**config.mk**
```make
export PLATFORM = sky130hd
export DESIGN_NAME = pcs_rx_status
export DESIGN_NICKNAME = d
export VERILOG_FILES = /design/src/design/pcs_hdr_pkg.sv /design/src/design/pcs_lock_pkg.sv /design/src/design/pcs_rx_block_lock.sv /design/src/design/pcs_rx_ber_mon.sv /design/src/design/pcs_rx_err_count.sv /design/src/design/pcs_rx_status.sv
export VERILOG_INCLUDE_DIRS = /design/src /design/src/design
export SDC_FILE = /design/constraint.sdc
export NUM_CORES = 1
export LEC_CHECK = 0
export ABC_AREA = 1
export BUFFER_PORTS_ARGS = -buffer_cell sky130_fd_sc_hd__buf_2
export CORE_MARGIN = 2
export CORE_UTILIZATION = 45
export CTS_CLUSTER_SIZE = 25
export DETAILED_ROUTE_END_ITERATION = 12
export MAX_ROUTING_LAYER = met4
export SYNTH_ARGS = -nofsm -noshare
export SYNTH_HDL_FRONTEND = slang
export SYNTH_SLANG_ARGS = --single-unit
export TNS_END_PERCENT = 100
```
**constraint.sdc**
```tcl
create_clock -name clk -period 1.83 [get_ports clk]
set_input_delay 0.183 -clock clk [delete_from_list [all_inputs] [get_ports clk]]
set_output_delay 0.183 -clock clk [all_outputs]
set_load 0.005 [all_outputs]
```
**src/design/pcs_rx_consts.svh**
```systemverilog
// PCS receive status constants for sync header codes, lock rules and BER limits
`ifndef PCS_RX_CONSTS_SVH
`define PCS_RX_CONSTS_SVH

// Sync header width is fixed by the 64b/66b line code
`define PCS_HDR_W 2

// The only two legal sync header patterns
`define PCS_SYNC_DATA 2'b10
`define PCS_SYNC_CTRL 2'b01

// Block lock rules, simplified from clause 49
`define PCS_LOCK_GOOD_CNT 64
`define PCS_LOCK_WINDOW 64
`define PCS_LOCK_BAD_MAX 16

// Invalid headers per timer window that flag a high bit error rate
`define PCS_BER_BAD_MAX 16

// 125 us at 156.25 MHz
`define PCS_BER_WINDOW_DEFAULT 19531

`define PCS_ERR_CNT_W 8

`endif

```
**src/design/pcs_hdr_pkg.sv**
```systemverilog
// Sync header type shared by the PCS receive status blocks
`include "pcs_rx_consts.svh"

package pcs_hdr_pkg;

    // Only these two codes are legal, 2'b00 and 2'b11 count as invalid headers
    typedef enum logic [`PCS_HDR_W-1:0] {
        SYNC_DATA = `PCS_SYNC_DATA,
        SYNC_CTRL = `PCS_SYNC_CTRL
    } sync_hdr_t;

endpackage

```
**src/design/pcs_lock_pkg.sv**
```systemverilog
// Block lock state encoding for the PCS receive path
package pcs_lock_pkg;

    // Hunting for header alignment, or aligned and monitoring
    typedef enum logic {
        LOCK_HUNT   = 1'b0,
        LOCK_LOCKED = 1'b1
    } lock_state_t;

endpackage

```
**src/design/pcs_rx_block_lock.sv**
```systemverilog
// Block lock FSM that tracks sync header validity and requests gearbox bit slips
`timescale 1ns/100ps
`include "pcs_rx_consts.svh"

module pcs_rx_block_lock
    import pcs_hdr_pkg::*;
    import pcs_lock_pkg::*;
(
    input  logic      clk,
    input  logic      rst,
    input  sync_hdr_t serdes_rx_hdr,
    output logic      rx_block_lock,
    output logic      rx_bitslip
);

    localparam int GOOD_W = $clog2(`PCS_LOCK_GOOD_CNT);
    localparam int WIN_W = $clog2(`PCS_LOCK_WINDOW);
    localparam int BAD_W = $clog2(`PCS_LOCK_BAD_MAX);

    // Terminal values, reached on the last header of each count
    localparam logic [GOOD_W-1:0] GOOD_LAST = GOOD_W'(`PCS_LOCK_GOOD_CNT - 1);
    localparam logic [WIN_W-1:0] WIN_LAST = WIN_W'(`PCS_LOCK_WINDOW - 1);
    localparam logic [BAD_W-1:0] BAD_LAST = BAD_W'(`PCS_LOCK_BAD_MAX - 1);

    lock_state_t       state_reg;
    lock_state_t       state_next;
    logic [GOOD_W-1:0] good_cnt_reg;
    logic [GOOD_W-1:0] good_cnt_next;
    logic [WIN_W-1:0]  win_cnt_reg;
    logic [WIN_W-1:0]  win_cnt_next;
    logic [BAD_W-1:0]  bad_cnt_reg;
    logic [BAD_W-1:0]  bad_cnt_next;
    logic              slip_reg;
    logic              slip_next;
    logic              hdr_valid;

    assign hdr_valid = (serdes_rx_hdr == SYNC_DATA) || (serdes_rx_hdr == SYNC_CTRL);

    // Lock is a direct decode of the state register
    assign rx_block_lock = (state_reg == LOCK_LOCKED);
    assign rx_bitslip = slip_reg;

    always_comb begin
        state_next = state_reg;
        good_cnt_next = good_cnt_reg;
        win_cnt_next = win_cnt_reg;
        bad_cnt_next = bad_cnt_reg;
        slip_next = 1'b0;

        case (state_reg)
            LOCK_HUNT: begin
                if (hdr_valid) begin
                    if (good_cnt_reg == GOOD_LAST) begin
                        state_next = LOCK_LOCKED;
                        good_cnt_next = '0;
                        win_cnt_next = '0;
                        bad_cnt_next = '0;
                    end else begin
                        good_cnt_next = good_cnt_reg + 1'b1;
                    end
                end else begin
                    good_cnt_next = '0;
                    // The gearbox takes a cycle to apply a slip, so back-to-back
                    // invalid headers yield one pulse every other cycle
                    slip_next = !slip_reg;
                end
            end
            LOCK_LOCKED: begin
                if (!hdr_valid && bad_cnt_reg == BAD_LAST) begin
                    // Too many errors in this window, give up alignment
                    state_next = LOCK_HUNT;
                    win_cnt_next = '0;
                    bad_cnt_next = '0;
                    slip_next = 1'b1;
                end else if (win_cnt_reg == WIN_LAST) begin
                    win_cnt_next = '0;
                    bad_cnt_next = '0;
                end else begin
                    win_cnt_next = win_cnt_reg + 1'b1;
                    if (!hdr_valid) begin
                        bad_cnt_next = bad_cnt_reg + 1'b1;
                    end
                end
            end
            default: begin
                state_next = LOCK_HUNT;
            end
        endcase
    end

    always_ff @(posedge clk) begin
        if (rst) begin
            state_reg <= LOCK_HUNT;
            good_cnt_reg <= '0;
            win_cnt_reg <= '0;
            bad_cnt_reg <= '0;
            slip_reg <= 1'b0;
        end else begin
            state_reg <= state_next;
            good_cnt_reg <= good_cnt_next;
            win_cnt_reg <= win_cnt_next;
            bad_cnt_reg <= bad_cnt_next;
            slip_reg <= slip_next;
        end
    end

endmodule

```
**src/design/pcs_rx_ber_mon.sv**
```systemverilog
// BER monitor that flags high bit error rate from invalid headers per timer window
`timescale 1ns/100ps
`include "pcs_rx_consts.svh"

module pcs_rx_ber_mon
    import pcs_hdr_pkg::*;
#(
    parameter int BER_WINDOW = `PCS_BER_WINDOW_DEFAULT
) (
    input  logic      clk,
    input  logic      rst,
    input  sync_hdr_t serdes_rx_hdr,
    output logic      rx_high_ber
);

    localparam int TIMER_W = $clog2(BER_WINDOW + 1);
    localparam logic [TIMER_W-1:0] TIMER_LOAD = TIMER_W'(BER_WINDOW);
    localparam int BAD_W = $clog2(`PCS_BER_BAD_MAX);
    localparam logic [BAD_W-1:0] BAD_SAT = BAD_W'(`PCS_BER_BAD_MAX - 1);

    logic [TIMER_W-1:0] timer_reg;
    logic [TIMER_W-1:0] timer_next;
    logic [BAD_W-1:0]   bad_cnt_reg;
    logic [BAD_W-1:0]   bad_cnt_next;
    logic               high_ber_reg;
    logic               high_ber_next;
    logic               hdr_valid;
    logic               expire;

    assign hdr_valid = (serdes_rx_hdr == SYNC_DATA) || (serdes_rx_hdr == SYNC_CTRL);
    assign expire = (timer_reg == '0);
    assign rx_high_ber = high_ber_reg;

    always_comb begin
        timer_next = timer_reg - 1'b1;
        bad_cnt_next = bad_cnt_reg;
        high_ber_next = high_ber_reg;

        if (bad_cnt_reg == BAD_SAT) begin
            // A 16th error sets the flag, and a saturated window never clears it
            if (!hdr_valid) begin
                high_ber_next = 1'b1;
            end
        end else begin
            if (!hdr_valid) begin
                bad_cnt_next = bad_cnt_reg + 1'b1;
            end
            if (expire) begin
                high_ber_next = 1'b0;
            end
        end

        // Window boundary restarts the tally regardless of the header
        if (expire) begin
            timer_next = TIMER_LOAD;
            bad_cnt_next = '0;
        end
    end

    always_ff @(posedge clk) begin
        if (rst) begin
            timer_reg <= TIMER_LOAD;
            bad_cnt_reg <= '0;
            high_ber_reg <= 1'b0;
        end else begin
            timer_reg <= timer_next;
            bad_cnt_reg <= bad_cnt_next;
            high_ber_reg <= high_ber_next;
        end
    end

endmodule

```
**src/design/pcs_rx_err_count.sv**
```systemverilog
// Saturating count of invalid sync headers received while block lock is held
`timescale 1ns/100ps
`include "pcs_rx_consts.svh"

module pcs_rx_err_count
    import pcs_hdr_pkg::*;
(
    input  logic                      clk,
    input  logic                      rst,
    input  sync_hdr_t                 serdes_rx_hdr,
    input  logic                      rx_block_lock,
    input  logic                      err_clear,
    output logic [`PCS_ERR_CNT_W-1:0] err_block_count
);

    logic [`PCS_ERR_CNT_W-1:0] count_reg;
    logic                      hdr_valid;
    logic                      count_inc;

    assign hdr_valid = (serdes_rx_hdr == SYNC_DATA) || (serdes_rx_hdr == SYNC_CTRL);

    // Errors before lock only reflect misalignment, so they are not counted
    assign count_inc = rx_block_lock && !hdr_valid;

    assign err_block_count = count_reg;

    always_ff @(posedge clk) begin
        if (rst) begin
            count_reg <= '0;
        end else if (err_clear) begin
            count_reg <= '0;
        end else if (count_inc && count_reg != '1) begin
            // Hold at all ones so a status read never sees a wrapped value
            count_reg <= count_reg + 1'b1;
        end
    end

endmodule

```
**src/design/pcs_rx_status.sv**
```systemverilog
// PCS receive status top joining block lock, BER monitor and error counter
`timescale 1ns/100ps
`include "pcs_rx_consts.svh"

module pcs_rx_status
    import pcs_hdr_pkg::*;
#(
    parameter int BER_WINDOW = `PCS_BER_WINDOW_DEFAULT
) (
    input  logic                      clk,
    input  logic                      rst,
    input  sync_hdr_t                 serdes_rx_hdr,
    input  logic                      err_clear,
    output logic                      rx_bitslip,
    output logic                      rx_block_lock,
    output logic                      rx_high_ber,
    output logic [`PCS_ERR_CNT_W-1:0] err_block_count
);

    pcs_rx_block_lock block_lock_inst (
        .clk           (clk),
        .rst           (rst),
        .serdes_rx_hdr (serdes_rx_hdr),
        .rx_block_lock (rx_block_lock),
        .rx_bitslip    (rx_bitslip)
    );

    pcs_rx_ber_mon #(
        .BER_WINDOW (BER_WINDOW)
    ) ber_mon_inst (
        .clk           (clk),
        .rst           (rst),
        .serdes_rx_hdr (serdes_rx_hdr),
        .rx_high_ber   (rx_high_ber)
    );

    // Lock gates the error count so only post-alignment errors are tallied
    pcs_rx_err_count err_count_inst (
        .clk             (clk),
        .rst             (rst),
        .serdes_rx_hdr   (serdes_rx_hdr),
        .rx_block_lock   (rx_block_lock),
        .err_clear       (err_clear),
        .err_block_count (err_block_count)
    );

endmodule

```
==> flow_summary.yaml <==
grt:
  grt_pass1_wl_um: 8510
  antenna_found_initial: 0
  grt_overflow_total: 0
  grt_start_max_net_pins: 13
  globalRouteTotalUtil_pct: 18.0
  grt_pass1_vias: 1990
outcome:
  outcome: "finished, final reports clean"
pwr:
  peakVddDrop_mv: 0.506
  power_density_nw_per_um2: 661
  p_total_mw: 1.74
  p_leak_nw: 1.12
cts:
  post_cts_buffers: 0
  ctsRootBufferMaster: "clkbuf_8"
  clk_pin_slew_worst_paths_ns: 0.08
  cts.sinks: 46
  cts_resized: 0
  htree_levels: 2
  clk-insertion-delay-late_ns: 0.29
  cts_buffers: 5
  holdBufCountCts: 0
  cts.path.max_buffers: 2
  cts_tree: "yes"
sta:
  setup_viol_count_final: 0
  fin_crit_sh_pct: 79.5
  fin_tns_setup_ns: 0
  finalHoldViolations: 0
  tightest_slew_ns: 0.360
  period_needed_ns: 1.45
  fmax_mhz: 688
  report.final.slew_viol_count: 0
  whs_ns: 0.180
  maxSlewHeadroom_pct: 76.0
  finalClockSkew_ns: 0.00432
  grt_setup_unrepaired: "no"
synth:
  syn_area_per_cell_um2: 6.87
  synth_top_area_share_pct: 38.3
  yosys.area.top_type: "dfxtp_1"
  yosysUniqueCellTypes: 30
  synthTopCellsByArea: "dfxtp_1 38%, nand2_1 14%, nor2_1 7.8%"
  synth_area_um2: 2400
  postSynthCellCount: 350
  syn_nets: 361
  yosysSeqAreaShare_pct: 38.3
  yosys_warnings: 0
  ys_ff_latch: 46
route:
  firstDrtPassIters: 4
  ant_nets: 0
  drt-initial-drc-count: 75
  route.met3.wl_um: 161
  vias: 2136
  drt-vias-per-instance: 4.87
  top_layer: "met4"
  wl_per_cell_um: 10.7
  routed_wl_um: 4710
  drc: 0
  wl_met1_um: 2340
  wl_met2_um: 2110
placed_design:
  placed_cell_area_um2: 2550
  io_buffers: 15
  dp.cells: 433
  hpwl_um: 3550
  globalplace.congestion: 0.841
worst_setup_path:
  setup.worst_path.start_class: "flop"
  r2r-start: "ber_mon_inst.timer_reg[0]"
  cp_top_family: "simple AND/OR/NAND/NOR gates"
  cp.arrival_ns: 1.64
  crit_required_ns: 2.02
  r2r_end: "ber_mon_inst.timer_reg[3]"
  path_depth: 7
  r2r_setup_slack_ns: 0.38
  crit_path_end: "ber_mon_inst.timer_reg[3]"
  cp_num_buf_inv: 1
  cpPeakStageDelay_ns: 0.41
  critPathCaptureType: "flop"
  crit_path_cell_trace: "inv_1, ha_1, nand3_1, nor2_1, nand2_1, nand2_2, or2_2"
  cp_slowest_cell: "dfxtp_1"
  crit_start: "ber_mon_inst.timer_reg[0]"
  rr_worst_depth: 7
  crit_type: "reg2reg"
  path_max_fanout: 5
die:
  die_w_um: 77.1
  start_util_pct: 46.8
  coreArea_um2: 5140
  die_area_um2: 5940
  pin_count: 16
  fp.dieH_um: 77.1
  rows: 26
hold_path:
  min_path_cells: 4
  min_path_type: "in2reg"
finish:
  area_growth_pct: 9.53
  layout.cells.non_filler: 439
  multi_input_area_um2: 1300
  drive_gt1_share_pct: 15.2
  fillers: 568
  final_cell_area_um2: 2630
  final-seq-area_um2: 921
  layout.nets: 381
  final_common_cell: "nand2_1"
  layout_common_cells: "91 x nand2_1, 50 x nor2_1, 46 x dfxtp_1, 35 x inv_1, 31 x a21oi_1"
  largest_reg_flops: 15
  diodes: 0
flow_run:
  timing.max_cap.violations: 0
through the flow:
step	util, %	setup WS, ns
global route	51.2	0.215
floorplan	-	0.461
finish	51.2	0.376
detailed placement	49.6	0.381
CTS	51.2	0.364
global placement	49.6	0.415
routing by layer:
metal / vias up / track usage, %
met5: - / -
li1: 1141 / -
met4: 0 / 7.14
met2: 31 / 28.6
met3: 6 / 3.65
met1: 958 / 22.4
synthesized netlist by cell type, drive strengths merged:
master and count:
nor3 5, xor2 7, o21a 1, xnor2 2
clkinv 1, o21ai 14, a21o 1, nand3 19
o21bai 1, or2 6, ha 6, clkbuf 1
nand4 5, buf 3, nand2 103, dfxtp 46
a21oi 31, nor2 58, inv 40
layout make-up:
class	instances	share of cell area [%]
Multi-Input combinational cell	259	49.3
Timing Repair Buffer	17	3.42
Tap cell	70	3.33
Sequential cell	46	35.0
Inverter	41	5.85
Clock buffer	6	3.14
power by group:
| part | switching [mW] | total, mW | internal [mW] |
|---|---|---|---|
| clock network | 0.322 | 0.614 | 0.292 |
| registers | 0.0131 | 1.03 | 1.02 |
| logic | 0.0640 | 0.0978 | 0.0338 |
how the worst min path moves through the flow:
| stage | startpoint | endpoint |
|---|---|---|
| after floorplan | err_clear | err_count_inst.err_block_count[0] |
| after global placement | ber_mon_inst.timer_reg[0] | ber_mon_inst.timer_reg[0] |
| after detailed placement | ber_mon_inst.timer_reg[0] | ber_mon_inst.timer_reg[0] |
| after CTS | err_clear | err_count_inst.err_block_count[0] |
| after global routing | err_clear | err_count_inst.err_block_count[0] |
| final | err_clear | err_count_inst.err_block_count[0] |
worst register-to-register path, delay by kind of cell (launching register included):
kind	cells	cell delay [ns]
fa+ha+maj	1	0.24
simple gates	5	0.63
flops	1	0.41
buf+inv	1	0.06
cells by family after synthesis:
family	count (synthesis)	share of synthesized area, %
buf+inv	45	7.70
simple gates	196	37.3
xor+xnor	9	3.28
fa+ha+maj	6	3.12
flops	46	38.3
compound gates	48	10.3
(Power assumes the default switching activity.)
